==> src/logic/rv_core_pkg.sv <==
package rv_core_pkg;

  ////////////////////////////////////////
  // widths with a meaning
  ////////////////////////////////////////
  localparam int NUM_REGS = 32;

  typedef logic [31:0] inst_t;     // one instruction word
  typedef logic [4:0]  reg_addr_t; // register index

  ////////////////////////////////////////
  // opcodes kept by this core
  ////////////////////////////////////////
  typedef enum logic [6:0] {
    OPC_OP        = 7'b0110011,
    OPC_OP_IMM    = 7'b0010011,
    OPC_OP_32     = 7'b0111011,
    OPC_OP_IMM_32 = 7'b0011011,
    OPC_LUI       = 7'b0110111
  } opcode_e;

  // word variants carry a separate flag
  typedef enum logic [3:0] {
    ALU_ADD,
    ALU_SUB,
    ALU_SLL,
    ALU_SLT,
    ALU_SLTU,
    ALU_XOR,
    ALU_SRL,
    ALU_SRA,
    ALU_OR,
    ALU_AND,
    ALU_PASSB  // lui
  } alu_op_e;

  typedef enum logic {
    FWD_REG, // register file copy
    FWD_WB   // writeback result
  } fwd_sel_e;

  typedef enum logic [1:0] {
    FETCH_IDLE,
    FETCH_REQ,
    FETCH_RELEASE
  } fetch_state_e;

  typedef enum logic [1:0] {
    IMM_I,
    IMM_U,
    IMM_NONE
  } imm_kind_e;

endpackage

==> src/logic/rv_fetch.sv <==
`timescale 1ns/1ps

module rv_fetch #(
  parameter int              XLEN     = 64,
  parameter logic [XLEN-1:0] RESET_PC = '0
) (
  input  logic               i_riscv_clk,
  input  logic               i_rst_n,
  output logic               o_imem_req,
  output logic [XLEN-1:0]    o_imem_addr,
  input  logic               i_imem_ack,
  input  rv_core_pkg::inst_t i_imem_inst,
  output rv_core_pkg::inst_t o_inst_d,
  output logic               o_valid_d
);

  rv_core_pkg::fetch_state_e state_q;
  logic [XLEN-1:0]           pc_q;
  logic                      capture;

  // ack seen while requesting
  assign capture     = (state_q == rv_core_pkg::FETCH_REQ) && i_imem_ack;
  assign o_imem_req  = (state_q == rv_core_pkg::FETCH_REQ);
  assign o_imem_addr = pc_q;

  ////////////////////////////////////////
  // four-phase handshake FSM
  ////////////////////////////////////////
  always_ff @(posedge i_riscv_clk or negedge i_rst_n) begin
    if (!i_rst_n) begin
      state_q   <= rv_core_pkg::FETCH_IDLE;
      pc_q      <= RESET_PC;
      o_valid_d <= 1'b0;
    end else begin
      o_valid_d <= capture;  // one cycle per capture
      case (state_q)
        rv_core_pkg::FETCH_IDLE: begin
          if (!i_imem_ack) state_q <= rv_core_pkg::FETCH_REQ;
        end
        rv_core_pkg::FETCH_REQ: begin
          if (i_imem_ack) begin
            state_q <= rv_core_pkg::FETCH_RELEASE;
            pc_q    <= pc_q + XLEN'(4);  // no branches, always sequential
          end
        end
        rv_core_pkg::FETCH_RELEASE: begin
          // next request only once memory has let go of ack
          if (!i_imem_ack) state_q <= rv_core_pkg::FETCH_REQ;
        end
        default: state_q <= rv_core_pkg::FETCH_IDLE;
      endcase
    end
  end

  // fetch/decode instruction register
  always_ff @(posedge i_riscv_clk) begin
    if (capture) o_inst_d <= i_imem_inst;
  end

  a_req_hold: assert property (@(posedge i_riscv_clk) disable iff (!i_rst_n)
    o_imem_req && !i_imem_ack |=> o_imem_req && $stable(o_imem_addr));

  a_req_rise: assert property (@(posedge i_riscv_clk) disable iff (!i_rst_n)
    $rose(o_imem_req) |-> !i_imem_ack);

endmodule

==> config.mk <==
export PLATFORM = sky130hd
export DESIGN_NAME = rv_fetch
export DESIGN_NICKNAME = d
export VERILOG_FILES = /design/src/logic/rv_core_pkg.sv /design/src/logic/rv_fetch.sv
export SDC_FILE = /design/constraint.sdc
export NUM_CORES = 1
export LEC_CHECK = 0
export ABC_CLOCK_PERIOD_IN_PS = 2200
export BUFFER_PORTS_ARGS = -buffer_cell sky130_fd_sc_hd__buf_2
export CORE_MARGIN = 10
export CORE_UTILIZATION = 52
export CTS_BUF_LIST = sky130_fd_sc_hd__clkbuf_8
export DETAILED_ROUTE_END_ITERATION = 7
export GPL_ROUTABILITY_DRIVEN = 0
export HOLD_SLACK_MARGIN = 0.06
export PLACE_DENSITY = 0.92
export SKIP_LAST_GASP = 1
export SLEW_MARGIN = 25
export SYNTH_ARGS = -nofsm -noshare
export SYNTH_HDL_FRONTEND = slang
export SYNTH_SLANG_ARGS = --single-unit
==> constraint.sdc <==
create_clock -name i_riscv_clk -period 2.2 [get_ports i_riscv_clk]
set_input_delay 0.44 -clock i_riscv_clk [delete_from_list [all_inputs] [get_ports i_riscv_clk]]
set_output_delay 0.44 -clock i_riscv_clk [all_outputs]
set_load 0.01 [all_outputs]
Word-level counts from Yosys, hierarchy flattened
Cells that the tools add are included.
{"block": "word_totals", "inputBits": 35, "wordCells": 17, "ff_bits": 99, "output_inout_bits": 98}
{"block": "op_classes", "addsub": 1, "n_mux": 3, "n_reduce_logical": 5, "n_eq_ne": 4}
{"cell": "$add 64x3->64 const B", "count": 1}
{"cell": "$mux 2", "count": 2}
{"cell": "$pmux 2 s2", "count": 1}
{"cell": "$reduce_and 2->1", "count": 2}
{"cell": "$eq 2x1->1 const B", "count": 1}
{"cell": "$eq 2x2->1 const B", "count": 1}
{"cell": "$logic_not 2->1", "count": 1}
{"cell": "$ne 2x1->1 const B", "count": 1}
{"cell": "$ne 2x2->1 const B", "count": 1}
{"cell": "$reduce_or 2->1", "count": 1}
{"cell": "$logic_and 1x1->1", "count": 1}

Longest topological paths before layout
{"block": "logic_depth", "ltp_word": 4, "mapped_depth": 7, "depth_no_buf": 6}

Least setup slack after synthesis
Ideal clock, no wire load.
{"block": "synth_timing", "kind": "register -> register", "startpoint": "reg pc_q[35] (netlist: o_imem_addr[35])", "endpoint": "reg pc_q[63] (netlist: o_imem_addr[63])", "setup_ps": 79, "t_required_ps": 2121, "stages_incl_launch_ff": 7, "period_less_slack_ps": 1928, "setup_slack_ps": 272, "arrival_time_ps": 1849, "path_cell_list": "dfrtp_1 -> nand3_1 -> or2_1 -> buf_2 -> or4_4 -> nor4_2 -> xor2_1"}
{"block": "synth_between", "elab_chain_len": 1}
{"item": "start, declared", "line_no": "rv_fetch.sv:18", "source": "logic [XLEN-1:0] pc_q;"}
{"item": "start signal, assigned", "line_no": "rv_fetch.sv:43", "source": "pc_q <= pc_q + XLEN'(4);"}
{"item": "$add 64x3->64", "line_no": "rv_fetch.sv:43"}
Every way passes these cells.
A chain may end at the register's enable or synchronous reset.

Worst setup path in the final report
{"block": "layout_timing", "startpoint": "reg state_q[1]", "endpoint": "reg pc_q[49] (netlist: o_imem_addr[49])"}
{"block": "layout_between", "elab_chain_len": 2}
{"item": "start, declared", "line_no": "rv_fetch.sv:17", "source": "rv_core_pkg::fetch_state_e state_q;"}
{"item": "start signal, assigned", "line_no": "rv_fetch.sv:31", "source": "state_q <= rv_core_pkg::FETCH_IDLE;"}
{"item": "start signal, assigned", "line_no": "rv_fetch.sv:38", "source": "if (!i_imem_ack) state_q <= rv_core_pkg::FETCH_REQ;"}
{"item": "start signal, assigned", "line_no": "rv_fetch.sv:42", "source": "state_q <= rv_core_pkg::FETCH_RELEASE;"}
{"item": "$eq 2x1->1", "line_no": "rv_fetch.sv:36", "source": "case (state_q)"}
{"item": "$reduce_and 2->1 (no line)"}
Every way passes these cells.

==> results.py <==
metrics = {
    "placement": {
        "dp_cells": 544,
        "port_buffers": 130,
        "dp_hpwl_mm": 7.553,
        "dp_slack_ns": 0.1180,
    },
    "synthesis": {
        "ys.flop_type": "dfrtp_1",
        "netlist_area_sq_um": 4009,
        "yosys_register_bits": 97,
        "ys_types": 35,
        "yosys_warnings": 0,
        "synth_edf_count": 32,
        "avgSynthCellArea_sq_um": 12.77,
        "ys_seq_area_frac": 0.6454,
        "syn-instance-count": 314,
        "async_reset_ff_frac": 0.6701,
    },
    "sta": {
        "fin_ws_ns": 0.1745,
        "slew_violations": 0,
        "finalCritPeriodShare": 0.9207,
        "fin_crit_ns": 2.026,
        "hold_violations": 0,
        "fin_worst_skew_ns": 0.008205,
        "finalSetupViolations": 0,
        "grt_setup_unrepaired": "true",
        "tns_ns": 0,
        "fmax_mhz": 493.7,
        "whs_ns": 0.06067,
    },
    "final_layout": {
        "antennaDiodeCount": 0,
        "final_cells": 560,
        "final_layout_size_suffix_gt1_frac": 0.3644,
        "final_common_cell": "buf_2",
        "nNetsFinal": 492,
        "syn2layout_area_growth_pct": 24.81,
        "final_cell_mix": "buf_2, dfrtp_1, xor2_1",
    },
    "power": {
        "p_leak_nw": 2.515,
        "powerDensity_nw_per_um2": 666.3,
        "power_mw": 3.334,
        "ir_worst_vdd_mv": 0.4552,
    },
    "floorplan": {
        "pin_count": 133,
        "fp.dieArea_sq_um": 11620,
        "start_util": 0.5440,
        "die_y_um": 107.8,
        "core_sq_um": 7370,
        "die_w_um": 107.8,
        "core.rowCount": 31,
    },
    "route": {
        "drc": 0,
        "postRouteAntennaNets": 0,
        "dr_wl_met3_um": 671,
        "initialDrtViolationCount": 142,
        "dr.pass1.iters": 4,
        "wire_per_inst_um": 17.67,
        "top_layer": "met4",
        "vias_per_cell": 5.314,
        "vias": 2976,
        "wl_mm": 9.897,
        "met2_length_mm": 5.310,
        "wl_met1_mm": 3.747,
    },
    "outcome": {
        "status": "completed",
    },
    "setup_path": {
        "start_kind": "flip-flop",
        "path_max_fanout": 7,
        "path_class": "reg2reg",
        "end_kind": "flip-flop",
        "cp-startpoint": "state_q[1]",
        "crit_arrival_ns": 2.32,
        "r2r-start": "state_q[1]",
        "worstPathRequired_ns": 2.49,
    },
    "clock_network": {
        "ctsHoldBuffers": 0,
        "cts-buffers-inserted": 9,
        "cts_root_buffer": "clkbuf_8",
        "cts_sinks": 97,
        "path_clk_slew_ns": 0.09,
        "clock_latency_ns": 0.36,
        "cts.htree.levels": 3,
        "cts_tree": "built",
        "clockBufferDepth": 2,
    },
    "flow_run": {
        "maxCapViolCount": 0,
    },
    "min_path": {
        "min-delay-path-class": "in2async",
    },
    "global_route": {
        "grt_max_degree": 66,
        "grt_usage": 0.1707,
        "antenna_found_initial": 0,
        "grt_pass1_vias": 2991,
        "grt_pass1_wl_mm": 15.54,
        "overflow": 0,
    },
}
[state kept, by name, indices dropped and copies added (netlist names)]
register and count:
o_inst_d 32, state_q 2, o_imem_addr 62, o_valid_d 1
[layer usage]
layer,global-route usage,up-vias
li1,-,1382
met1,0.1934,1472
met2,0.2992,108
met3,0.04790,14
met4,0.06202,0
met5,0,-
[kinds of logic after synthesis]
logic type	count (synthesis)	share of synthesized area
xor gates and xnor gates	61	0.1333
DFF	97	0.6454
AOI/OAI and AO/OA	2	0.003121
buffers and inverters	18	0.01966
and+or+nand+nor	134	0.1944
adders and majority gates	1	0.003121
other	1	0.0009354
[where the power goes]
| part | internal (mW) | total (mW) | switching, mW |
|---|---|---|---|
| registers | 1.95 | 2.02 | 0.0760 |
| logic | 0.119 | 0.281 | 0.161 |
| clock network | 0.409 | 1.03 | 0.623 |
[stage by stage]
| stage | util | cell area (sq um) |
|---|---|---|
| after detailed placement | 0.6533 | 4815 |
| final | 0.6789 | 5004 |
| after global placement | 0.6533 | 4815 |
| after floorplan | - | 4013 |
| after global routing | 0.6789 | 5004 |
| after CTS | 0.6762 | 4984 |
[synthesized netlist by cell type (all sizes together), types with 2 or more instances]
| master | number | area share |
|---|---|---|
| and3 | 6 | 0.0097 |
| and4 | 2 | 0.0044 |
| buf | 5 | 0.0075 |
| clkbuf | 2 | 0.0019 |
| dfrtp | 65 | 0.41 |
| edfxtp | 32 | 0.24 |
| inv | 11 | 0.010 |
| nand2 | 26 | 0.025 |
| nand3 | 17 | 0.022 |
| nand4 | 17 | 0.034 |
| nor2 | 18 | 0.017 |
| nor2b | 2 | 0.0031 |
| nor3 | 16 | 0.020 |
| nor4 | 18 | 0.037 |
| or2 | 4 | 0.0062 |
| or3 | 4 | 0.0066 |
| xnor2 | 25 | 0.055 |
| xor2 | 36 | 0.079 |
[timing repair]
| item | CTS | global route |
|---|---|---|
| setup buffers | 0 | 0 |
| resized for setup | 0 | 3 |
| endpoints found under the setup margin | 0 | 10 |
| hold endpoints to repair | 0 | 0 |
[area by class of cell]
class,instances,area (sq um)
Clock inverter,7,45.04
Sequential cell,97,2587
Inverter,11,41.29
Fill cell,550,2366
Tap cell,99,123.9
Multi-Input combinational cell,200,1366
Clock buffer,9,123.9
Timing Repair Buffer,137,715.7
[worst max-delay path: stages, from the launching register on]
cell and delay [ns]:
dfrtp_1 0.42, nand3b_2 0.31, nor4_2 0.30, buf_4 0.17, nand2_1 0.19, nor4_1 0.38, xor2_1 0.18
[final timing paths]
kind                       slack, ns  depth (start not counted)              end
max                             0.17                          6  o_imem_addr[49]
min                             0.06                          2  o_imem_addr[39]
max reg2reg                     0.17                          6  o_imem_addr[49]
min reg2reg                     0.47                          1  o_imem_addr[63]
max in group asynchronous       1.84                          2   o_imem_addr[3]
min in group i_riscv_clk        0.24                          1     o_inst_d[31]
Power figures use the tool's default switching activity.
