`src/logic/rv_core_pkg.sv`:
```
package rv_core_pkg;

  ////////////////////////////////////////
  // widths with a meaning
  ////////////////////////////////////////
  localparam int NUM_REGS = 32;

  typedef logic [31:0] inst_t;     // one instruction word
  typedef logic [4:0]  reg_addr_t; // register index

  ////////////////////////////////////////
  // opcodes kept by this core
  ////////////////////////////////////////
  typedef enum logic [6:0] {
    OPC_OP        = 7'b0110011,
    OPC_OP_IMM    = 7'b0010011,
    OPC_OP_32     = 7'b0111011,
    OPC_OP_IMM_32 = 7'b0011011,
    OPC_LUI       = 7'b0110111
  } opcode_e;

  // word variants carry a separate flag
  typedef enum logic [3:0] {
    ALU_ADD,
    ALU_SUB,
    ALU_SLL,
    ALU_SLT,
    ALU_SLTU,
    ALU_XOR,
    ALU_SRL,
    ALU_SRA,
    ALU_OR,
    ALU_AND,
    ALU_PASSB  // lui
  } alu_op_e;

  typedef enum logic {
    FWD_REG, // register file copy
    FWD_WB   // writeback result
  } fwd_sel_e;

  typedef enum logic [1:0] {
    FETCH_IDLE,
    FETCH_REQ,
    FETCH_RELEASE
  } fetch_state_e;

  typedef enum logic [1:0] {
    IMM_I,
    IMM_U,
    IMM_NONE
  } imm_kind_e;

endpackage

```
`src/logic/rv_control.sv`:
```
`timescale 1ns/1ps

module rv_control (
  input  rv_core_pkg::inst_t     i_inst_d,
  input  logic                   i_valid_d,
  input  rv_core_pkg::reg_addr_t i_rdaddr_e,
  input  logic                   i_regw_e,
  output rv_core_pkg::reg_addr_t o_rs1addr,
  output rv_core_pkg::reg_addr_t o_rs2addr,
  output rv_core_pkg::reg_addr_t o_rdaddr,
  output rv_core_pkg::alu_op_e   o_aluop,
  output logic                   o_word,
  output logic                   o_bsel,
  output rv_core_pkg::imm_kind_e o_immkind,
  output logic                   o_regw,
  output rv_core_pkg::fwd_sel_e  o_fwda,
  output rv_core_pkg::fwd_sel_e  o_fwdb
);

  logic [6:0] opcode;
  logic [2:0] funct3;
  logic [6:0] funct7;
  logic       legal;

  assign opcode    = i_inst_d[6:0];
  assign funct3    = i_inst_d[14:12];
  assign funct7    = i_inst_d[31:25];
  assign o_rs1addr = i_inst_d[19:15];
  assign o_rs2addr = i_inst_d[24:20];
  assign o_rdaddr  = i_inst_d[11:7];

  // alt picks sub over add and sra over srl
  function automatic rv_core_pkg::alu_op_e alu_sel(input logic [2:0] f3, input logic alt);
    case (f3)
      3'b000:  alu_sel = alt ? rv_core_pkg::ALU_SUB : rv_core_pkg::ALU_ADD;
      3'b001:  alu_sel = rv_core_pkg::ALU_SLL;
      3'b010:  alu_sel = rv_core_pkg::ALU_SLT;
      3'b011:  alu_sel = rv_core_pkg::ALU_SLTU;
      3'b100:  alu_sel = rv_core_pkg::ALU_XOR;
      3'b101:  alu_sel = alt ? rv_core_pkg::ALU_SRA : rv_core_pkg::ALU_SRL;
      3'b110:  alu_sel = rv_core_pkg::ALU_OR;
      default: alu_sel = rv_core_pkg::ALU_AND;
    endcase
  endfunction

  ////////////////////////////////////////
  // instruction decoder
  ////////////////////////////////////////
  always_comb begin
    o_aluop   = rv_core_pkg::ALU_ADD;
    o_word    = 1'b0;
    o_bsel    = 1'b0;
    o_immkind = rv_core_pkg::IMM_NONE;
    legal     = 1'b0;
    case (opcode)
      rv_core_pkg::OPC_OP: begin
        o_aluop = alu_sel(funct3, funct7[5]);
        legal   = (funct7 == 7'b0000000) ||
                  (funct7 == 7'b0100000 && (funct3 == 3'b000 || funct3 == 3'b101));
      end
      rv_core_pkg::OPC_OP_IMM: begin
        o_bsel    = 1'b1;
        o_immkind = rv_core_pkg::IMM_I;
        o_aluop   = alu_sel(funct3, funct3 == 3'b101 && funct7[5]);  // addi never subtracts
        case (funct3)
          3'b001:  legal = (i_inst_d[31:26] == 6'b000000);  // 6-bit shamt
          3'b101:  legal = (i_inst_d[31:26] == 6'b000000) || (i_inst_d[31:26] == 6'b010000);
          default: legal = 1'b1;
        endcase
      end
      rv_core_pkg::OPC_OP_32: begin
        o_word  = 1'b1;
        o_aluop = alu_sel(funct3, funct7[5]);
        case (funct3)
          3'b000, 3'b101: legal = (funct7 == 7'b0000000) || (funct7 == 7'b0100000);
          3'b001:         legal = (funct7 == 7'b0000000);
          default:        legal = 1'b0;
        endcase
      end
      rv_core_pkg::OPC_OP_IMM_32: begin
        o_word    = 1'b1;
        o_bsel    = 1'b1;
        o_immkind = rv_core_pkg::IMM_I;
        o_aluop   = alu_sel(funct3, funct3 == 3'b101 && funct7[5]);
        case (funct3)
          3'b000:  legal = 1'b1;
          3'b001:  legal = (funct7 == 7'b0000000);
          3'b101:  legal = (funct7 == 7'b0000000) || (funct7 == 7'b0100000);
          default: legal = 1'b0;
        endcase
      end
      rv_core_pkg::OPC_LUI: begin
        o_aluop   = rv_core_pkg::ALU_PASSB;
        o_bsel    = 1'b1;
        o_immkind = rv_core_pkg::IMM_U;
        legal     = 1'b1;
      end
      default: legal = 1'b0;  // retires as a bubble
    endcase
  end

  assign o_regw = i_valid_d && legal && (o_rdaddr != '0);

  ////////////////////////////////////////
  // forwarding selection
  ////////////////////////////////////////
  // the execute-stage producer sits in writeback once this one reaches execute
  assign o_fwda = (i_regw_e && i_rdaddr_e == o_rs1addr) ? rv_core_pkg::FWD_WB
                                                        : rv_core_pkg::FWD_REG;
  assign o_fwdb = (i_regw_e && i_rdaddr_e == o_rs2addr) ? rv_core_pkg::FWD_WB
                                                        : rv_core_pkg::FWD_REG;

endmodule

```
`config.mk`:
```
export PLATFORM = sky130hd
export DESIGN_NAME = rv_control
export DESIGN_NICKNAME = d
export VERILOG_FILES = /design/src/logic/rv_core_pkg.sv /design/src/logic/rv_control.sv
export SDC_FILE = /design/constraint.sdc
export NUM_CORES = 1
export LEC_CHECK = 0
export ABC_AREA = 0
export BUFFER_PORTS_ARGS = -buffer_cell sky130_fd_sc_hd__buf_4
export CORE_UTILIZATION = 35
export DETAILED_ROUTE_END_ITERATION = 10
export PLACE_DENSITY = 0.83
export SLEW_MARGIN = 20
export SYNTH_ARGS = -nofsm -noshare
export SYNTH_HDL_FRONTEND = slang
export SYNTH_SLANG_ARGS = --single-unit
```
`constraint.sdc`:
```
create_clock -name vclk -period 5
set_clock_uncertainty 0.15 [all_clocks]
set_input_delay 1 -clock vclk [all_inputs]
set_output_delay 1 -clock vclk [all_outputs]
set_load 0.1 [all_outputs]
```
## Word-level counts from Yosys, hierarchy flattened

Cells that the tools add are included.

- Bits of input ports: 39
- Word-level logic and storage cells: 50
- Output and inout bits: 26
- Register bits: 0

- Reduce and logical (&&, ||, !) cells: 19
- Multiplexer cells: 16
- Equal/unequal tests: 15

Operator list:

| cell | count |
|---|---|
| $pmux W4 S7 | 2 |
| $eq A7 B6 Y1 const B | 4 |
| $eq A7 B5 Y1 const B | 2 |
| $pmux W4 S3 | 1 |
| $eq A5 B5 Y1 | 2 |
| $eq A3 B3 Y1 const B | 3 |
| $mux W1 | 8 |
| $reduce_or A2 Y1 | 4 |
| $logic_not A7 Y1 | 1 |
| $eq A3 B2 Y1 const B | 2 |
| $eq A6 B5 Y1 const B | 1 |
| $logic_and A1 B1 Y1 | 6 |
| $logic_not A6 Y1 | 1 |
| $pmux W1 S5 | 1 |
| $reduce_bool A5 Y1 | 1 |
| $logic_or A1 B1 Y1 | 4 |
| $pmux W1 S2 | 2 |
| $pmux W2 S2 | 1 |
| $eq A3 B1 Y1 const B | 1 |
| $logic_not A3 Y1 | 1 |
| $pmux W1 S3 | 1 |
| $reduce_or A3 Y1 | 1 |

## Logic depth before layout (Yosys ltp)

- Depth in word-level cells: 7
- Depth in mapped cells: 5
- Mapped depth without buffers: 4

## Worst setup path after synthesis

No wires, ideal clock.

- Path kind: input port to output port
- From: in i_inst_d[6]
- To: out o_regw
- Path buffers: 0
- Arrival time: 5.366 ns
- Slack: -1.516 ns
- Required time: 3.850 ns
- Stages on the path: 4
- Cells stage by stage: nand4b_2 > nor3_1 > a31oi_1 > a31oi_1

- Cells in the longest elaborated chain, start to end: 4
- Elaborated cells on any way between the ends: 8
- Those cells by class: 5 x eq/ne; 1 x mux; 2 x reduce/logical

Ends and longest elaborated chain:

| element | line | text |
|---|---|---|
| start: declaration | rv_control.sv:4 | `input rv_core_pkg::inst_t i_inst_d,` |
| $eq A7 B6 Y1 or $eq A7 B5 Y1 (tied branches) | rv_control.sv:55 | `case (opcode)` |
| $pmux W1 S5 * | rv_control.sv:55 |  |
| $logic_and A1 B1 Y1 * (2 in series) | rv_control.sv:102 | `assign o_regw = i_valid_d && legal && (o_rdaddr != '0);` |
| end: declaration | rv_control.sv:15 | `output logic o_regw,` |

Mark *: on every way between the ends. The rest lies on a longest branch, timed or not.

## Worst setup path after layout

- From: in i_inst_d[26]
- To: out o_regw

- Cells in the longest elaborated chain, start to end: 6
- Elaborated cells on any way between the ends: 14
- Those cells by class: 2 x eq/ne; 4 x mux; 8 x reduce/logical

Ends and longest elaborated chain:

| element | line | text |
|---|---|---|
| $eq A7 B6 Y1 (tied with other cells) | rv_control.sv:59, rv_control.sv:75, rv_control.sv:88 |  |
| $logic_or A1 B1 Y1 (tied with other cells) | rv_control.sv:75, rv_control.sv:88 |  |
| $pmux W1 S3 (tied with other cells) | rv_control.sv:85 | `case (funct3)` |
| $pmux W1 S5 * | rv_control.sv:55 |  |
| $logic_and A1 B1 Y1 * (2 in series) | rv_control.sv:102 |  |

Marks and branches as above.

==> reports/metrics.cfg <==
[outcome]
status=completed

[timing]
worst_hold_slack_ps=2180
fin_crit_ps=3710
setup_violations=0
slew_headroom=0.789
rsz0062_at_grt=false
finalHoldViolations=0
finalSetupTns_ps=0
worstMarginPinSlew_ps=314
fmax_mhz=270
slew_viol_final=0
finalCritPeriodShare=0.742
layout_setup_ws_ps=1290

[die]
std_cell_rows=13
core_area_um2=1350
die_y_um=40.6
die_x_um=40.6
start_util=0.386
io_pins=65
dieArea_um2=1650

[hold_path]
worstHoldPathCells=2
hold_class=in2out

[layout]
layoutNonFillerInstCount=134
final_nets=160
n_antenna_cell=0
seq_cell_count=0
seq_area_um2=0
multiInputGateArea_um2=388
nClkBuffers=0
drive_gt1_frac=0.639
final_area_um2=902
area_growth_pct=73.3
final.fill_count=138

[grt]
grt_pass1_vias=580
grt_max_degree=12
grt_pass1_wl_mm=2.34
antenna_found_initial=0
overflow=0
grtUsageTotal=0.204

[drt]
vias_per_cell=5.01
route.detailed.drc=0
wl_per_cell_um=12.0
dr.pass1.iters=2
antenna_left=0
wirelength_mm=1.61
dr_total_vias=671
drt-initial-drc-count=2

[critical_path]
cp_max_fo=2
crit_type=in2out
cp.required_ps=3850
cp-start-kind=primary input
critPathArrivalTime_ps=2560
endpoint_kind=primary output

[power]
ir_worst_vdd_v=0.0000972
pwr_density_cell_nw_per_um2=128
leakagePower_nw=0.468

[synth]
yosysUniqueCellTypes=31
synth_common_cells=buf_4, xor2_1, nor3_1
synthCells=72
yosysWarnings=0
ys_top_cells_by_area=buf_4, xor2_1, nor3_1, o21ai_0, and3_1
syn_area_um2=520
yosysSeqAreaShare=0
synth.avg_cell_area_um2=7.23
yosys.cell_count.top_type=buf_4
post-synth-top-area-fraction=0.231
syn_nets=111
yosysTopAreaCell=buf_4

[placed_design]
dp_cells=134
hpwl_mm=1.46
dp_slack_ps=1270
gp_congestion=0.810
portBuffers=65
placed_cell_area_um2=902

[clock_tree]
hold_buffers=0
cts_setup_buffers=0
cts.repair.resized=0

[job]
maxCapViolations=0

## where the power goes
group	total [mW]	internal [mW]	switching, mW
sequential	0	0	0
clock	0	0	0
combinational	0.116	0.0388	0.0770
## metrics by stage
stage           util  power (mW)
2_1_floorplan      -      0.0836
3_3_place_gp   0.668       0.115
3_5_place_dp   0.668       0.116
4_1_cts        0.668       0.117
5_1_grt        0.668       0.122
6_report       0.668       0.116
## path summary, 6_finish.rpt
path                      from     endpoint
setup / recovery  i_inst_d[26]       o_regw
hold / removal     i_inst_d[9]  o_rdaddr[2]
## kinds of logic (layout without fill, tap and decap cells)
group	Yosys count	in the layout	synth area share
mux	1	1	0.0216
simple gates	28	28	0.351
buf+inv	20	67	0.276
xor+xnor	11	11	0.185
compound gates	12	12	0.166
## per-layer routing
metal | vias up | track usage | part of all wire
met1 | 298 | 0.228 | 0.36
li1 | 340 | - | -
met2 | 33 | 0.433 | 0.55
met4 | 0 | 0 | 0
met5 | - | 0 | 0
met3 | 0 | 0.00556 | 0.087
## critical path, stage by stage
cell and delay [ps]:
buf_4 110, or4_4 540, o41ai_2 280, nand3_1 130, a31oi_2 190, buf_4 310
## area by class of cell
cell class | instances | share of cell area
Multi-Input combinational cell | 52 | 0.430
Inverter | 2 | 0.00832
Timing Repair Buffer | 65 | 0.541
Tap cell | 15 | 0.0208
## layout by cell type (no fill, tap or decap), types with 2 or more instances in the layout
cell type / n
and2b_2: 2
and3_1: 3
nor3b_1: 2
nand2_1: 2
inv_1: 2
nor4_1: 2
nor3_1: 5
or2_2: 2
xnor2_1: 2
xor2_1: 9
buf_4: 65
o21ai_0: 4
Note: power is estimated with default switching activity, not from simulation.
