--- src/logic/rv_core_pkg.sv ---
package rv_core_pkg;

  ////////////////////////////////////////
  // widths with a meaning
  ////////////////////////////////////////
  localparam int NUM_REGS = 32;

  typedef logic [31:0] inst_t;     // one instruction word
  typedef logic [4:0]  reg_addr_t; // register index

  ////////////////////////////////////////
  // opcodes kept by this core
  ////////////////////////////////////////
  typedef enum logic [6:0] {
    OPC_OP        = 7'b0110011,
    OPC_OP_IMM    = 7'b0010011,
    OPC_OP_32     = 7'b0111011,
    OPC_OP_IMM_32 = 7'b0011011,
    OPC_LUI       = 7'b0110111
  } opcode_e;

  // word variants carry a separate flag
  typedef enum logic [3:0] {
    ALU_ADD,
    ALU_SUB,
    ALU_SLL,
    ALU_SLT,
    ALU_SLTU,
    ALU_XOR,
    ALU_SRL,
    ALU_SRA,
    ALU_OR,
    ALU_AND,
    ALU_PASSB  // lui
  } alu_op_e;

  typedef enum logic {
    FWD_REG, // register file copy
    FWD_WB   // writeback result
  } fwd_sel_e;

  typedef enum logic [1:0] {
    FETCH_IDLE,
    FETCH_REQ,
    FETCH_RELEASE
  } fetch_state_e;

  typedef enum logic [1:0] {
    IMM_I,
    IMM_U,
    IMM_NONE
  } imm_kind_e;

endpackage

--- src/logic/rv_regfile.sv ---
`timescale 1ns/1ps

module rv_regfile #(
  parameter int XLEN = 64
) (
  input  logic                   i_riscv_clk,
  input  logic                   i_rst_n,
  input  rv_core_pkg::reg_addr_t i_rs1addr,
  input  rv_core_pkg::reg_addr_t i_rs2addr,
  output logic [XLEN-1:0]        o_rs1data,
  output logic [XLEN-1:0]        o_rs2data,
  input  logic                   i_we,
  input  rv_core_pkg::reg_addr_t i_rdaddr,
  input  logic [XLEN-1:0]        i_rddata
);

  logic [XLEN-1:0] regs [rv_core_pkg::NUM_REGS];

  always_ff @(posedge i_riscv_clk or negedge i_rst_n) begin
    if (!i_rst_n) begin
      for (int i = 0; i < rv_core_pkg::NUM_REGS; i++) begin
        regs[i] <= '0;
      end
    end else if (i_we && i_rdaddr != '0) begin
      regs[i_rdaddr] <= i_rddata;
    end
  end

  // x0 first, then write-through
  assign o_rs1data = (i_rs1addr == '0)                ? '0       :
                     (i_we && i_rdaddr == i_rs1addr)  ? i_rddata :
                                                        regs[i_rs1addr];
  assign o_rs2data = (i_rs2addr == '0)                ? '0       :
                     (i_we && i_rdaddr == i_rs2addr)  ? i_rddata :
                                                        regs[i_rs2addr];

  // control drops x0 destinations before they reach writeback
  a_no_x0_write: assert property (@(posedge i_riscv_clk) disable iff (!i_rst_n)
    i_we |-> i_rdaddr != '0);

endmodule

--- config.mk ---
export PLATFORM = sky130hd
export DESIGN_NAME = rv_regfile
export DESIGN_NICKNAME = d
export VERILOG_FILES = /design/src/logic/rv_core_pkg.sv /design/src/logic/rv_regfile.sv
export SDC_FILE = /design/constraint.sdc
export NUM_CORES = 2
export LEC_CHECK = 0
export BUFFER_PORTS_ARGS = -buffer_cell sky130_fd_sc_hd__buf_4
export CAP_MARGIN = 20
export CORE_ASPECT_RATIO = 0.7
export CORE_MARGIN = 5
export CORE_UTILIZATION = 35
export CTS_CLUSTER_SIZE = 12
export DETAILED_ROUTE_END_ITERATION = 6
export HOLD_SLACK_MARGIN = 0.03
export PLACE_DENSITY_LB_ADDON = 0.25
export REMOVE_ABC_BUFFERS = 1
export SLEW_MARGIN = 15
export SYNTH_ARGS = -nofsm -noshare
export SYNTH_HDL_FRONTEND = slang
export SYNTH_SLANG_ARGS = --single-unit
--- constraint.sdc ---
create_clock -name i_riscv_clk -period 3.8 [get_ports i_riscv_clk]
set_input_delay 0.19 -clock i_riscv_clk [delete_from_list [all_inputs] [get_ports i_riscv_clk]]
set_output_delay 0.19 -clock i_riscv_clk [all_outputs]
set_load 0.03 [all_outputs]
---- Word-level counts from Yosys, hierarchy flattened ----
Index checks and enable logic that the tools add are counted.
word-level totals
  bits in registers ....................... 2048
  output and inout bits ................... 128
  word-level logic and storage cells ...... 61
cells by class
  order comparisons ....................... 4
  eq/ne operators ......................... 2
  mux-type cells .......................... 13
  bitwise logic cells ..................... 3
  reductions and logical operators ........ 7
operator list
  operator                                                                      number
  2048-bit bitwise mux                                                          1
  64-bit binary-select mux with 5-bit select                                    2
  64-bit 2-to-1 mux                                                             9
  64-bit demux with 5-bit select                                                1
  6-bit greater-or-equal comparator, second input constant                      3
  5-bit inverter with 6-bit output                                              3
  5-bit equality test                                                           2
  5-bit zero test                                                               2
  6-bit by 1-bit less-than comparator with 1-bit output, second input constant  1
  5-bit nonzero test                                                            1
  1-bit logical AND                                                             4

---- Depth between registers and ports, before layout ----
  depth after elaboration ................. 6
  mapped depth ............................ 10
  depth with buffers taken out ............ 5

---- Least setup slack after synthesis ----
No wires, ideal clock.
  path type ............................... in2out
  start ................................... in i_rs1addr[1]
  end ..................................... out o_rs1data[16]
  arrival time ............................ 2.412 ns
  data required time ...................... 3.610 ns
  path slack .............................. 1.198 ns
  stages .................................. 8
  buffers on the path ..................... 3
  cell sequence ........................... buf_4 -> or3b_1 -> clkbuf_1 -> clkbuf_1 -> o22ai_1 -> a211o_1 -> a21oi_1 -> o41ai_1
on the way
  cells in the longest elaborated chain, start to end .. 6
ends and longest elaborated chain
  item                                                    line              text
  start, declared                                         rv_regfile.sv:8   input rv_core_pkg::reg_addr_t i_rs1addr,
  5-bit inverter with 6-bit output (not written as such)  rv_regfile.sv:32  regs[i_rs1addr];
  64-bit binary-select mux with 5-bit select              rv_regfile.sv:32
  64-bit 2-to-1 mux (not written as such) (2 in a row)    rv_regfile.sv:32
  64-bit 2-to-1 mux                                       rv_regfile.sv:31  (i_we && i_rdaddr == i_rs1addr) ? i_rddata :
  64-bit 2-to-1 mux (*)                                   rv_regfile.sv:30  assign o_rs1data = (i_rs1addr == '0) ? '0 :
  end, declared                                           rv_regfile.sv:10  output logic [XLEN-1:0] o_rs1data,
Every way passes the cells marked *; elsewhere a longest branch is shown, timed or not. The select of a mux whose other input is x is not followed.

---- Worst setup path after layout ----
  start ................................... reg regs[1237] in the netlist's numbering
  end ..................................... out o_rs2data[21]
on the way
  cells in the longest elaborated chain, start to end .. 5
ends and longest elaborated chain
  item                                                  line              text
  start, declared                                       rv_regfile.sv:17  logic [XLEN-1:0] regs [rv_core_pkg::NUM_REGS];
  start signal, assigned by index                       rv_regfile.sv:25  regs[i_rdaddr] <= i_rddata;
  64-bit binary-select mux with 5-bit select            rv_regfile.sv:35  regs[i_rs2addr];
  64-bit 2-to-1 mux (not written as such) (2 in a row)  rv_regfile.sv:35
  64-bit 2-to-1 mux                                     rv_regfile.sv:34  (i_we && i_rdaddr == i_rs2addr) ? i_rddata :
  64-bit 2-to-1 mux                                     rv_regfile.sv:33  assign o_rs2data = (i_rs2addr == '0) ? '0 :
  end, declared                                         rv_regfile.sv:11  output logic [XLEN-1:0] o_rs2data,
Every way passes these cells. The select of a mux whose other input is x is not followed.

==> impl_metrics.py <==
metrics = {
    "sta": {
        "finalSetupViolations": 0,
        "skew_ns": 0,
        "worstMarginPinSlew_ns": 1.128,
        "finalMaxSlewViolations": 0,
        "fmax_mhz": 264.0,
        "rsz0062_at_grt": "no",
        "slew_headroom": 0.2483,
        "finalCritPeriodShare": 0.9970,
        "finalHoldViolations": 0,
        "period_minus_slack_ns": 3.788,
        "setup_slack_ns": 0.01150,
    },
    "cells_and_area": {
        "final_layout_size_suffix_gt1_frac": 0.5059,
        "top_regs": "regs (2048)",
        "nets": 7461,
        "regMostFlops": "regs",
        "syn2layout_area_growth_pct": 12.89,
        "largest_reg_flops": 2048,
        "fin_cells": 11660,
    },
    "clock_network": {
        "cts_root_buf": "clkbuf_16",
        "cts_resized": 0,
        "cts_made_buffers": 212,
        "tritoncts": "done",
        "cts_buffer_depth": 4,
        "cts_setup_buffers": 0,
        "cts.htree.levels": 4,
        "clkLatencyLatePin_ns": 0.89,
        "clk_pin_slew_worst_paths_ns": 0.06,
        "cts_sinks": 2048,
    },
    "detailed_routing": {
        "num_vias": 73590,
        "wl_um": 413600,
        "dr_wl_met3_um": 37310,
        "m1WireLength_um": 183400,
        "first_pass_iters": 6,
        "avgRoutedWirePerCell_um": 35.46,
        "met2WireLength_um": 179800,
        "drc": 0,
        "drt_iter0_drc": 8184,
        "highest_layer": "met5",
        "routed_via_density": 6.310,
        "postRouteAntennaNets": 0,
    },
    "placed_design": {
        "portBuffers": 209,
        "place_inst": 11250,
        "gp_congestion": 0.8252,
        "post-place-ws_ns": 0.1187,
        "detailed_place_hpwl_um": 245900,
    },
    "status": {
        "status": "finished, final reports clean",
    },
    "hold_path": {
        "hold_class": "in -> reg",
    },
    "logic_synthesis": {
        "synth_warnings": 0,
        "ys.flop_type": "dfrtp_1",
        "synth-edff-count": 0,
        "syn_area_sq_um": 109400,
        "synth_seq_cells": 2048,
        "syn_avg_cell_area_sq_um": 14.82,
        "syn_inst": 7381,
        "async_flop_share": 1.000,
        "ys_seq_area_frac": 0.4685,
        "synth.distinct_cells": 70,
    },
    "worst_setup_path": {
        "crit_path_end_kind": "primary output",
        "start_kind": "flip-flop",
        "crit_type": "reg -> out",
        "arrival_ns": 3.60,
        "crit_required_ns": 3.61,
        "path_max_fanout": 3,
    },
    "power": {
        "vdd_drop_max_mv": 0.3639,
        "p_leak_nw": 53.06,
        "finalPower_w": 0.06339,
        "power.density_nw_per_um2": 513.4,
    },
    "grt": {
        "grt_max_degree": 149,
        "grt_pass1_wl_um": 590200,
        "grt_usage": 0.2502,
        "grt.overflow.total": 0,
        "grt_pass1_vias": 74820,
        "antenna_found_initial": 29,
    },
    "die": {
        "core_sq_um": 310700,
        "start_util": 0.3521,
        "rows": 171,
        "ios": 210,
        "die_y_um": 477.7,
        "dieWidth_um": 678.2,
        "dieArea_sq_um": 324000,
    },
    "job": {
        "drv_cap": 0,
    },
}
worst max-delay path, stage by stage, from the launching register on:
cell      delay (ns)
dfrtp_1         0.40
mux4_2          0.46
a22o_1          0.31
a221oi_1        0.81
o21a_1          0.40
a21oi_1         0.14
buf_4           0.19
cell usage after synthesis (5+ instances only):
cell | instances | share of area
dfrtp_1 | 2048 | 0.47
mux2_2 | 1993 | 0.21
mux4_2 | 870 | 0.18
clkbuf_1 | 483 | 0.017
mux2i_1 | 328 | 0.030
buf_2 | 213 | 0.0097
o22ai_1 | 198 | 0.011
nor2_1 | 142 | 0.0049
a21oi_1 | 110 | 0.0050
buf_4 | 96 | 0.0066
nand2_1 | 73 | 0.0025
mux2_1 | 72 | 0.0074
o21ai_0 | 70 | 0.0032
a22oi_1 | 68 | 0.0047
buf_6 | 63 | 0.0065
a221oi_1 | 61 | 0.0049
o221ai_1 | 52 | 0.0042
a22o_1 | 51 | 0.0041
nor3_1 | 39 | 0.0018
a211oi_1 | 38 | 0.0026
nor2b_1 | 32 | 0.0018
nand3_1 | 27 | 0.0012
a2111oi_0 | 20 | 0.0016
a211o_1 | 20 | 0.0016
nor4_1 | 20 | 0.0011
o41ai_1 | 20 | 0.0016
a31oi_1 | 19 | 0.0011
a21o_1 | 18 | 0.0012
a221o_1 | 11 | 0.0010
buf_1 | 10 | 0.00034
nand2b_1 | 9 | 0.00051
nor3b_1 | 8 | 0.00055
o211ai_1 | 8 | 0.00055
o22a_1 | 7 | 0.00056
a311oi_1 | 6 | 0.00048
nand3b_1 | 6 | 0.00041
o21a_1 | 6 | 0.00041
xnor2_1 | 6 | 0.00048
and3b_1 | 5 | 0.00040
layout make-up:
type	count	area, sq um
Tap cell	4152	5195
Clock buffer	321	6218
Clock inverter	15	138.9
Timing Repair Buffer	650	6519
Antenna cell	10	25.02
Fill cell	28780	187200
Multi-Input combinational cell	4461	54120
Sequential cell	2048	51250
Inverter	6	22.52
through the flow:
stage	utilization	hold slack, ns	TNS [ns]	cell area, sq um
floorplan	-	-0.1056	-16.02	105000
global placement	0.3748	0.2162	-0.01334	116400
detailed placement	0.3748	0.2208	0	116400
CTS	0.3974	0.06515	0	123500
global route	0.3975	0.1267	0	123500
finish	0.3975	0.1585	0	123500
metal layers:
| layer | vias up | track usage |
|---|---|---|
| met4 | 6 | 0.07080 |
| li1 | 28620 | - |
| met1 | 40550 | 0.3693 |
| met3 | 698 | 0.06024 |
| met5 | - | 0 |
| met2 | 3722 | 0.3650 |
worst paths after layout:
| path | startpoint | endpoint | slack (ns) | depth (start not counted) |
|---|---|---|---|---|
| setup / recovery | regs[1237]$_DFFE_PN0P_ | o_rs2data[21] | 0.01 | 6 |
| hold / removal | i_rdaddr[3] | regs[1863]$_DFFE_PN0P_ | 0.16 | 4 |
| setup reg to reg | regs[759]$_DFFE_PN0P_ | regs[759]$_DFFE_PN0P_ | 2.96 | 1 |
| hold reg to reg | regs[2011]$_DFFE_PN0P_ | regs[2011]$_DFFE_PN0P_ | 0.39 | 0 |
| max in group asynchronous | i_rst_n | regs[64]$_DFFE_PN0P_ | 2.57 | 4 |
| min in group asynchronous | i_rst_n | regs[468]$_DFFE_PN0P_ | 0.24 | 3 |
kinds of logic (layout without fill, tap and decap cells):
group                     count (synthesis)  in the layout  share of synthesized area
muxes                                  3263           3263                     0.4217
AOI/OAI and AO/OA                       795            795                    0.05128
other                                     0             10                          0
and+or+nand+nor                         393            393                    0.01771
buffers and inverters                   872            992                    0.03999
DFF                                    2048           2048                     0.4685
xor gates and xnor gates                 10             10                  0.0008006
placed cells by master (no fill, tap or decap), types with 45 or more instances in the layout:
cell	synthesis	layout
buf_4	96	463
clkbuf_1	483	62
dfrtp_1	2048	2048
mux2_2	1993	1993
buf_12	0	112
mux2i_1	328	328
nor2_1	142	129
mux4_2	870	870
o22ai_1	198	198
a22o_1	51	51
o21ai_0	70	70
a221oi_1	61	61
dlygate4sd3_1	0	65
clkbuf_8	0	45
clkbuf_16	0	215
a21oi_1	110	110
nand2_1	73	56
o221ai_1	52	52
mux2_1	72	72
a22oi_1	68	68
repair_timing:
item	CTS	global route
endpoints found under the hold margin	3681	0
endpoints found under the setup margin	0	0
hold buffers	66	0
power breakdown:
group	internal, W	total, W	switching [W]
combinational	0.00790	0.0139	0.00603
sequential	0.0260	0.0291	0.00315
clock	0.0113	0.0204	0.00910
total	0.0451	0.0634	0.0183
No activity file was read; power rests on OpenSTA's default activity.
