--- config.mk ---
export PLATFORM = sky130hd
export DESIGN_NAME = rv_execute
export DESIGN_NICKNAME = d
export VERILOG_FILES = /design/src/logic/rv_core_pkg.sv /design/src/logic/rv_execute.sv
export SDC_FILE = /design/constraint.sdc
export NUM_CORES = 2
export LEC_CHECK = 0
export BUFFER_PORTS_ARGS = -buffer_cell sky130_fd_sc_hd__buf_2
export CAP_MARGIN = 10
export CORE_MARGIN = 5
export CORE_UTILIZATION = 35
export DETAILED_ROUTE_END_ITERATION = 6
export GPL_TIMING_DRIVEN = 0
export HOLD_SLACK_MARGIN = 0.15
export RECOVER_POWER = 100
export SETUP_SLACK_MARGIN = 0.3
export SLEW_MARGIN = 20
export SYNTH_ARGS = -nofsm -noshare
export SYNTH_HDL_FRONTEND = slang
export SYNTH_SLANG_ARGS = --single-unit
--- constraint.sdc ---
create_clock -name i_riscv_clk -period 7.1 [get_ports i_riscv_clk]
set_input_delay 1.065 -clock i_riscv_clk [delete_from_list [all_inputs] [get_ports i_riscv_clk]]
set_output_delay 1.065 -clock i_riscv_clk [all_outputs]
set_load 0.01 [all_outputs]
--- src/logic/rv_core_pkg.sv ---
package rv_core_pkg;

  ////////////////////////////////////////
  // widths with a meaning
  ////////////////////////////////////////
  localparam int NUM_REGS = 32;

  typedef logic [31:0] inst_t;     // one instruction word
  typedef logic [4:0]  reg_addr_t; // register index

  ////////////////////////////////////////
  // opcodes kept by this core
  ////////////////////////////////////////
  typedef enum logic [6:0] {
    OPC_OP        = 7'b0110011,
    OPC_OP_IMM    = 7'b0010011,
    OPC_OP_32     = 7'b0111011,
    OPC_OP_IMM_32 = 7'b0011011,
    OPC_LUI       = 7'b0110111
  } opcode_e;

  // word variants carry a separate flag
  typedef enum logic [3:0] {
    ALU_ADD,
    ALU_SUB,
    ALU_SLL,
    ALU_SLT,
    ALU_SLTU,
    ALU_XOR,
    ALU_SRL,
    ALU_SRA,
    ALU_OR,
    ALU_AND,
    ALU_PASSB  // lui
  } alu_op_e;

  typedef enum logic {
    FWD_REG, // register file copy
    FWD_WB   // writeback result
  } fwd_sel_e;

  typedef enum logic [1:0] {
    FETCH_IDLE,
    FETCH_REQ,
    FETCH_RELEASE
  } fetch_state_e;

  typedef enum logic [1:0] {
    IMM_I,
    IMM_U,
    IMM_NONE
  } imm_kind_e;

endpackage

--- src/logic/rv_execute.sv ---
`timescale 1ns/1ps

module rv_execute #(
  parameter int XLEN = 64
) (
  input  logic                   i_riscv_clk,
  input  logic                   i_rst_n,
  input  rv_core_pkg::inst_t     i_inst_d,
  input  rv_core_pkg::reg_addr_t i_rdaddr,
  input  rv_core_pkg::alu_op_e   i_aluop,
  input  logic                   i_word,
  input  logic                   i_bsel,
  input  rv_core_pkg::imm_kind_e i_immkind,
  input  logic                   i_regw,
  input  rv_core_pkg::fwd_sel_e  i_fwda,
  input  rv_core_pkg::fwd_sel_e  i_fwdb,
  input  logic [XLEN-1:0]        i_rs1data,
  input  logic [XLEN-1:0]        i_rs2data,
  output rv_core_pkg::reg_addr_t o_rdaddr_e,
  output logic                   o_regw_e,
  output logic                   o_wb_valid,
  output rv_core_pkg::reg_addr_t o_wb_rdaddr,
  output logic [XLEN-1:0]        o_wb_data
);

  localparam int SHW = $clog2(XLEN);  // shift amount width at full size

  logic [XLEN-1:0]      imm_d;
  logic [XLEN-1:0]      imm_e;
  logic [XLEN-1:0]      rs1data_e;
  logic [XLEN-1:0]      rs2data_e;
  rv_core_pkg::alu_op_e aluop_e;
  logic                 word_e;
  logic                 bsel_e;
  rv_core_pkg::fwd_sel_e fwda_e;
  rv_core_pkg::fwd_sel_e fwdb_e;
  logic [XLEN-1:0]      op_a;
  logic [XLEN-1:0]      op_b;
  logic [XLEN-1:0]      res_full;
  logic [31:0]          res_w;
  logic [XLEN-1:0]      alu_res;

  ////////////////////////////////////////
  // immediate generation
  ////////////////////////////////////////
  always_comb begin
    case (i_immkind)
      rv_core_pkg::IMM_I: imm_d = XLEN'($signed(i_inst_d[31:20]));
      rv_core_pkg::IMM_U: imm_d = XLEN'($signed({i_inst_d[31:12], 12'b0}));
      default:            imm_d = '0;
    endcase
  end

  ////////////////////////////////////////
  // decode/execute register
  ////////////////////////////////////////
  always_ff @(posedge i_riscv_clk or negedge i_rst_n) begin
    if (!i_rst_n) o_regw_e <= 1'b0;
    else          o_regw_e <= i_regw;  // low for bubbles
  end

  always_ff @(posedge i_riscv_clk) begin
    o_rdaddr_e <= i_rdaddr;
    aluop_e    <= i_aluop;
    word_e     <= i_word;
    bsel_e     <= i_bsel;
    fwda_e     <= i_fwda;
    fwdb_e     <= i_fwdb;
    rs1data_e  <= i_rs1data;
    rs2data_e  <= i_rs2data;
    imm_e      <= imm_d;
  end

  // operand muxes, wb result forwards in the same cycle
  assign op_a = (fwda_e == rv_core_pkg::FWD_WB) ? o_wb_data : rs1data_e;
  assign op_b = bsel_e ? imm_e :
                (fwdb_e == rv_core_pkg::FWD_WB) ? o_wb_data : rs2data_e;

  ////////////////////////////////////////
  // ALU
  ////////////////////////////////////////
  always_comb begin
    case (aluop_e)
      rv_core_pkg::ALU_ADD:   res_full = op_a + op_b;
      rv_core_pkg::ALU_SUB:   res_full = op_a - op_b;
      rv_core_pkg::ALU_SLL:   res_full = op_a << op_b[SHW-1:0];
      rv_core_pkg::ALU_SLT:   res_full = XLEN'($signed(op_a) < $signed(op_b));
      rv_core_pkg::ALU_SLTU:  res_full = XLEN'(op_a < op_b);
      rv_core_pkg::ALU_XOR:   res_full = op_a ^ op_b;
      rv_core_pkg::ALU_SRL:   res_full = op_a >> op_b[SHW-1:0];
      rv_core_pkg::ALU_SRA:   res_full = $signed(op_a) >>> op_b[SHW-1:0];
      rv_core_pkg::ALU_OR:    res_full = op_a | op_b;
      rv_core_pkg::ALU_AND:   res_full = op_a & op_b;
      default:                res_full = op_b;  // lui
    endcase
  end

  // word variants, low half only
  always_comb begin
    case (aluop_e)
      rv_core_pkg::ALU_SUB: res_w = op_a[31:0] - op_b[31:0];
      rv_core_pkg::ALU_SLL: res_w = op_a[31:0] << op_b[4:0];
      rv_core_pkg::ALU_SRL: res_w = op_a[31:0] >> op_b[4:0];
      rv_core_pkg::ALU_SRA: res_w = $signed(op_a[31:0]) >>> op_b[4:0];
      default:              res_w = op_a[31:0] + op_b[31:0];
    endcase
  end

  assign alu_res = word_e ? XLEN'($signed(res_w)) : res_full;  // sign-extend words

  ////////////////////////////////////////
  // execute/writeback register
  ////////////////////////////////////////
  always_ff @(posedge i_riscv_clk or negedge i_rst_n) begin
    if (!i_rst_n) o_wb_valid <= 1'b0;
    else          o_wb_valid <= o_regw_e;
  end

  always_ff @(posedge i_riscv_clk) begin
    o_wb_rdaddr <= o_rdaddr_e;
    o_wb_data   <= alu_res;
  end

  // decoder knows nothing of XLEN, rv32 must not see word ops
  a_no_word_rv32: assert property (@(posedge i_riscv_clk) disable iff (!i_rst_n)
    o_regw_e && word_e |-> XLEN != 32);

endmodule

## After elaboration in Yosys (flattened, before gate mapping)

Index checks and enable logic that the tools add are counted.

- Reduce and logical (&&, ||, !) cells: 2
- Equality and inequality tests: 10
- Order comparisons: 2
- Add/subtract/negate cells: 4
- Bitwise gates (word level): 3
- Shift-type cells: 6
- Mux-type cells: 7

Operators with widths:

| operator | number |
|---|---|
| 64-bit one-hot mux with 10 select lines | 1 |
| 64-bit 2-to-1 mux | 4 |
| 64-bit < comparator | 2 |
| 32-bit one-hot mux with 4 select lines | 1 |
| 64-bit one-hot mux with 2 select lines | 1 |
| 64-bit adder | 1 |
| 64-bit bitwise AND | 1 |
| 64-bit OR | 1 |
| 64-bit by 6-bit << shifter with 64-bit output | 1 |
| 64-bit by 6-bit >> shifter with 64-bit output | 1 |
| 64-bit by 6-bit >>> shifter with 64-bit output | 1 |
| 64-bit subtractor | 1 |
| 64-bit bitwise XOR | 1 |
| 32-bit adder | 1 |
| 32-bit by 5-bit << shifter with 32-bit output | 1 |
| 32-bit by 5-bit >> shifter with 32-bit output | 1 |
| 32-bit by 5-bit >>> shifter with 32-bit output | 1 |
| 32-bit subtractor | 1 |
| 4-bit by 3-bit == test with 1-bit output, second input constant | 4 |
| 4-bit by 2-bit == test with 1-bit output, second input constant | 2 |
| 4-bit == test, second input constant | 2 |
| 4-bit by 1-bit == test with 1-bit output, second input constant | 1 |
| 4-bit zero test | 1 |
| 2-bit by 1-bit == test with 1-bit output, second input constant | 1 |
| 2-bit zero test | 1 |

- Register bits: 276
- Logic and storage cells: 47

## Logic depth before layout (Yosys ltp)

- Depth in word-level cells: 5
- Mapped depth: 29
- Gate-level depth less buffers: 23

## Least setup slack after synthesis

Ideal clock, no wire load.

- Path kind: register -> register
- Start point: register fwdb_e
- End point: register o_wb_data[61]
- Setup slack: 2.087 ns
- Arrival time: 4.888 ns
- Library setup time: 0.125 ns
- Buffers on the path: 6
- Stages on the path, launching flop included: 20
- Clock period less this slack: 5.013 ns
- Required time: 6.975 ns
- Cells stage by stage: dfxtp_1 > buf_6 > buf_6 > buf_2 > buf_1 > buf_1 > mux2_2 > o21ai_0 > ha_1 > clkbuf_1 > inv_1 > nor4_2 > and2_1 > nand2b_1 > or4b_2 > o32ai_1 > nor3_1 > xnor2_1 > a211oi_1 > o21ai_0

- Word-level cells in the longest chain between the ends: 5

Ends and longest elaborated chain:

| item | RTL line | source |
|---|---|---|
| start, declared | rv_execute.sv:36 | `rv_core_pkg::fwd_sel_e fwdb_e;` |
| start signal, assigned | rv_execute.sv:68 | `fwdb_e <= i_fwdb;` |
| 64-bit 2-to-1 mux (*) | rv_execute.sv:77 | `(fwdb_e == rv_core_pkg::FWD_WB) ? o_wb_data : rs2data_e;` |
| 64-bit 2-to-1 mux (*) | rv_execute.sv:76 | `assign op_b = bsel_e ? imm_e :` |
| 64-bit subtractor (tied with other cells) | rv_execute.sv:85 | `rv_core_pkg::ALU_SUB: res_full = op_a - op_b;` |
| 64-bit one-hot mux with 10 select lines or 32-bit one-hot mux with 4 select lines (tied branches) | rv_execute.sv:83, rv_execute.sv:100 |  |
| 64-bit 2-to-1 mux (*) | rv_execute.sv:109 | `assign alu_res = word_e ? XLEN'($signed(res_w)) : res_full;` |
| named net alu_res[61] | rv_execute.sv:41 | `logic [XLEN-1:0] alu_res;` |
| end signal, assigned | rv_execute.sv:121 | `o_wb_data <= alu_res;` |
| end, declared | rv_execute.sv:23 | `output logic [XLEN-1:0] o_wb_data` |

Mark *: on every way through the listed nets, which the timed path passes. The rest lies on a longest branch.

## Worst setup path in the final report

- Start point: register fwda_e
- End point: register o_wb_data[55]

- Word-level cells in the longest chain between the ends: 4

Ends and longest elaborated chain:

| item | RTL line | source |
|---|---|---|
| start, declared | rv_execute.sv:35 | `rv_core_pkg::fwd_sel_e fwda_e;` |
| start signal, assigned | rv_execute.sv:67 | `fwda_e <= i_fwda;` |
| 64-bit 2-to-1 mux (*) | rv_execute.sv:75 | `assign op_a = (fwda_e == rv_core_pkg::FWD_WB) ? o_wb_data : rs1data_e;` |
| 64-bit subtractor (tied with other cells) | rv_execute.sv:85 |  |
| 64-bit one-hot mux with 10 select lines or 32-bit one-hot mux with 4 select lines (tied branches) | rv_execute.sv:83, rv_execute.sv:100 |  |
| 64-bit 2-to-1 mux (*) | rv_execute.sv:109 |  |
| named net alu_res[55] | rv_execute.sv:41 |  |

Marked as above.

==> results.md <==
- The analysis attributes to cell leakage a power of between 10 and 15 nW.
- Cell internal power was estimated by the tool at 5.65 mW.
- The first routing iteration left 10.3k violations.
- Across the run, the number of max-cap violations was 0.
- The flow ran to the end, but the final reports show violations.
- The critical path in this run is classified as flop to flop.
- The cell row count is 111.
- The maximum fanout along the worst path is 10.
- The count of warnings emitted by yosys is 0.
- The final worst clock skew is just over 0.05 ns.
- The finished layout holds 6012 standard cells, fillers aside.
- The number of pins exceeding their max-slew limit in the final report is 0.
- Entering global routing, the biggest net connects 20 pins.
- The worst path arrival time is 7.57 ns.
- The weighted congestion at the end of routability-driven global placement is between 1 and 1.5.
- Pin placement for this block handled 254 I/O pins.
- The total global-route track usage is 0.561.
- The area of all sequential standard cells is 4890 sq um.
- The cell at the slowest stage of the critical path is mux2i_1.
- The final count of negative-setup-slack endpoints is 4.
- The number of nets handed over by synthesis was 4910.
- At the pin with the least slew margin, the transition time is approximately 1.4 ns.
- The total congestion overflow after global routing is 0.
- The clock sink total is around 240.
- The worst setup path is launched from a flop.
- TritonCTS built the clock tree.
- After layout, the worst setup slack is -0.0387 ns.
- The peak clock frequency supported by timing is 140 MHz.
- STA puts the critical path data required time at 7.53 ns.
- The floorplan step set the die width to around 310 um.
- After clock tree synthesis, the clock-pin slew on the worst setup and hold paths is about 0.06 ns.
- The minimum period implied by the final worst setup slack is roughly 7.1 ns.
- The initial antenna violation count is 27.
- The number of enable flip-flop cells after synthesis is 0.
- The number of nets at the end of the flow is slightly above 5k.
- Of all flip-flops after synthesis, the portion carrying an async set or reset was 0.00820.
- The detail route stage leaves a number of antenna-violating nets equal to 0.
- The critical path's most frequent cell is nor3_1.
- Averaged over all synthesized cells, the footprint is a little over 7 sq um.
- Wires add up to slightly below 300000 um.
- The power per cell area is about 450 nW/um^2.
- Dividing the detail-routed wire length by the instance count gives 49.0 um.
- Setup slack on the worst reg-to-reg path comes out at -0.04 ns.
- At the later pin of the worst-skew pair, clock insertion delay measures ~0.62 ns.
- Among all flip-flop cells after synthesis, the most frequent one is dfxtp_1.
- After synthesis the netlist holds a flip-flop and latch count of 244.
- In this run, distinct cell masters in the synthesized netlist total between 100 and 150.
- The total via count after detailed routing is roughly 46k.
- The worst pin sits at a relative slew slack of 0.0419.
- The number of global-route vias before repair is about 42k.
- After synthesis the cells add up to 32300 sq um.
- For this run, the register share of the synthesized area comes to 0.152.
- The synthesized instance count is 4500.
- The remaining routing DRC violations is 28.
- The worst min-delay path category is primary input to async pin.
- The wire length of the first global-routing pass is roughly 380000 um.
- Summing all multi-input logic gate instances after layout gives between 20000 and 30000 sq um.
- The die area is between 90000 and 100000 sq um.
- The area growth from synthesis to layout is 13.1%.
- The share of total power dissipated in combinational logic is 0.794.
- The H-tree depth is 1.
- The number of search-and-repair iterations in the first detailed-routing pass is 7.
- STA classifies the critical path endpoint as a flop.
- Summed over all nets, the switching power comes to between 10 and 15 mW.
- Of the total power, registers draw 0.114.
- VDD sags by at most about 0.00028 V.
- In the final layout, the share of cells above drive strength 1 is 0.139.
- The initial standard-cell utilization of the core is 0.353.
- Walking the worst path, the cells encountered are buf_6 > buf_4 > mux2i_1 > inv_1 > ha_1 > clkbuf_1 > nor3_1 > a21boi_0 > nor4_1 > nor2_1 > o31ai_2 > nor3_1 > a21oi_1 > a221o_1 > a211oi_1 > o21ai_0.
- The part of the total power dissipated in the clock network is 0.092.
- The checks that failed: DRC, setup timing.
- Measured along the y axis, the die boundary spans 314 um.
- After filler insertion, the fill cell instance count of the layout stands at 9907.
- In this run the clock root is driven by a clkbuf_16.
- The number of failing hold endpoints at the final stage was 0.
- The number of input and output port buffers inserted is around 240.
- The number of buffers on the longest clock path is 3.
- The detailed placer's ending HPWL is about 240000 um.
- The via count normalized by instance count is around 7.7.
- The floorplan step defined a core boundary enclosing 91500 sq um.
- The placed cell count is 5935.
- TritonCTS created 27 clock buffers.
- Of the total power, the share spent switching nets is 0.652.
- The peak per-stage delay on the critical path is about 1 ns.
- The cts-stage hold buffer count is 0.
- The final design utilization is 0.399.
- Setup repair after global routing could not meet its margin everywhere.
- Of the available clock period, the critical path in the final layout requires 1.01.
## final timing paths
| path | start | end | cells after the start |
|---|---|---|---|
| min in group i_riscv_clk | o_rdaddr_e[2]$_DFF_P_ | o_wb_rdaddr[2]$_DFF_P_ | 0 |
| hold / removal | i_rst_n | o_regw_e$_DFF_PN0_ | 1 |
| setup / recovery | fwda_e$_DFF_P_ | o_wb_data[55]$_DFF_P_ | 16 |
| setup reg to reg | fwda_e$_DFF_P_ | o_wb_data[55]$_DFF_P_ | 16 |
| hold reg to reg | o_rdaddr_e[2]$_DFF_P_ | o_wb_rdaddr[2]$_DFF_P_ | 0 |
| max in group asynchronous | i_rst_n | o_wb_valid$_DFF_PN0_ | 1 |
## metal layers
metal  routed length, um  up-vias  GRT usage
li1                    -    17400          -
met2              109000     5159      0.754
met3               47100     1639      0.285
met1              102000    21800      0.647
met4               36300       14      0.491
met5                 299        -          0
## state kept, by name (all words and copies together) (netlist names)
signal	flops
aluop_e	4
bsel_e	1
fwda_e	1
fwdb_e	1
imm_e	32
o_rdaddr_e	5
o_regw_e	1
o_wb_data	64
o_wb_rdaddr	5
o_wb_valid	1
rs1data_e	64
rs2data_e	64
word_e	1
## logic make-up (layout without fill, tap and decap cells)
group / count (synthesis) / after routing / synth area share
AOI/OAI and AO/OA: 1762 / 1762 / 0.351
and+or+nand+nor: 1258 / 1258 / 0.180
buffers and inverters: 558 / 864 / 0.0767
muxes: 358 / 358 / 0.125
DFF: 244 / 244 / 0.152
adders and majority gates: 232 / 232 / 0.0907
xor gates and xnor gates: 88 / 88 / 0.0239
other: 0 / 20 / 0
## Yosys cell counts (all sizes together), types with 19 or more instances
master | n | area [sq um]
inv | 206 | 778
o2111ai | 23 | 201
nand2b | 32 | 200
nor3 | 111 | 561
nor2 | 429 | 1630
nand2 | 347 | 1310
mux2i | 222 | 2270
mux4 | 21 | 473
nor2b | 37 | 231
o21ai | 514 | 2600
or3 | 24 | 150
a2111oi | 28 | 265
o22ai | 77 | 482
a221oi | 45 | 413
ha | 229 | 2870
dfxtp | 242 | 4840
o221ai | 48 | 420
a21oi | 405 | 2030
nand3 | 92 | 460
a22oi | 19 | 143
a221o | 23 | 230
nand4 | 52 | 325
xnor2 | 77 | 674
o211ai | 131 | 998
buf | 163 | 988
o21a | 49 | 369
nor4 | 45 | 309
a31oi | 48 | 300
clkbuf | 184 | 691
mux2 | 115 | 1310
o21bai | 40 | 304
and2 | 25 | 156
a21o | 61 | 458
a211oi | 75 | 578
o31ai | 40 | 300
## per-stage QoR
stage	TNS, ns	setup slack [ns]	power, mW	cell area, sq um	hold slack, ns
2_1_floorplan	0	2.09	7.98	32300	0.382
3_3_place_gp	-50.47	-1.46	13.5	35000	0.327
3_5_place_dp	-34.05	-1.29	13.4	35100	0.334
4_1_cts	0	0.281	15.0	36400	0.254
5_1_grt	0	0.148	16.0	36400	0.277
6_report	-0.0948	-0.0387	16.3	36500	0.264
## layout make-up
class                           count  share of cell area
Antenna cell                       20             0.00137
Sequential cell                   244               0.134
Clock buffer                       35              0.0207
Clock inverter                     15             0.00484
Timing Repair Buffer              257              0.0340
Buffer                            346              0.0490
Tap cell                         1186              0.0407
Inverter                          211              0.0219
Multi-Input combinational cell   3698               0.693
## what timing repair did
item | in CTS | in global routing
setup endpoints to repair | 58 | 45
gates cloned | 0 | 0
setup buffers | 5 | 3
gates resized for setup | 80 | 52
pin swaps | 3 | 2
## critical path, delay by kind of cell, from the launching register on
kind | cells | cell delay [ns]
mux | 1 | 0.99
flops | 1 | 0.34
compound gates | 6 | 2.29
buf+inv | 4 | 1.50
fa+ha+maj | 1 | 0.46
simple gates | 4 | 1.40
## power by group through the flow
stage	Sequential (mW)	Combinational [mW]	Clock [mW]
after floorplan	1.85	6.13	0
after global routing	1.86	12.6	1.55
after detailed placement	1.85	11.5	0
after global placement	1.84	11.6	0
after CTS	1.83	11.7	1.50
final	1.85	12.9	1.50
## cell usage in the layout (no fill, tap or decap), types with 41 or more instances in the layout
| cell | synthesis | layout |
|---|---|---|
| a21o_1 | 61 | 61 |
| clkbuf_1 | 184 | 245 |
| nand3_1 | 92 | 91 |
| o211ai_1 | 128 | 128 |
| nor2_1 | 424 | 417 |
| mux2_2 | 112 | 112 |
| a221oi_1 | 42 | 41 |
| mux2i_1 | 217 | 208 |
| nor3_1 | 110 | 106 |
| a211oi_1 | 72 | 70 |
| o21ai_0 | 467 | 445 |
| nand4_1 | 52 | 52 |
| o22ai_1 | 77 | 77 |
| o21ai_1 | 41 | 54 |
| xnor2_1 | 77 | 77 |
| inv_1 | 200 | 200 |
| nand2_1 | 344 | 344 |
| dfxtp_1 | 242 | 242 |
| a31oi_1 | 48 | 44 |
| o221ai_1 | 48 | 48 |
| ha_1 | 229 | 229 |
| o21a_1 | 48 | 48 |
| buf_2 | 91 | 242 |
| a21oi_1 | 403 | 394 |
Note: power is estimated with default switching activity, not from simulation.
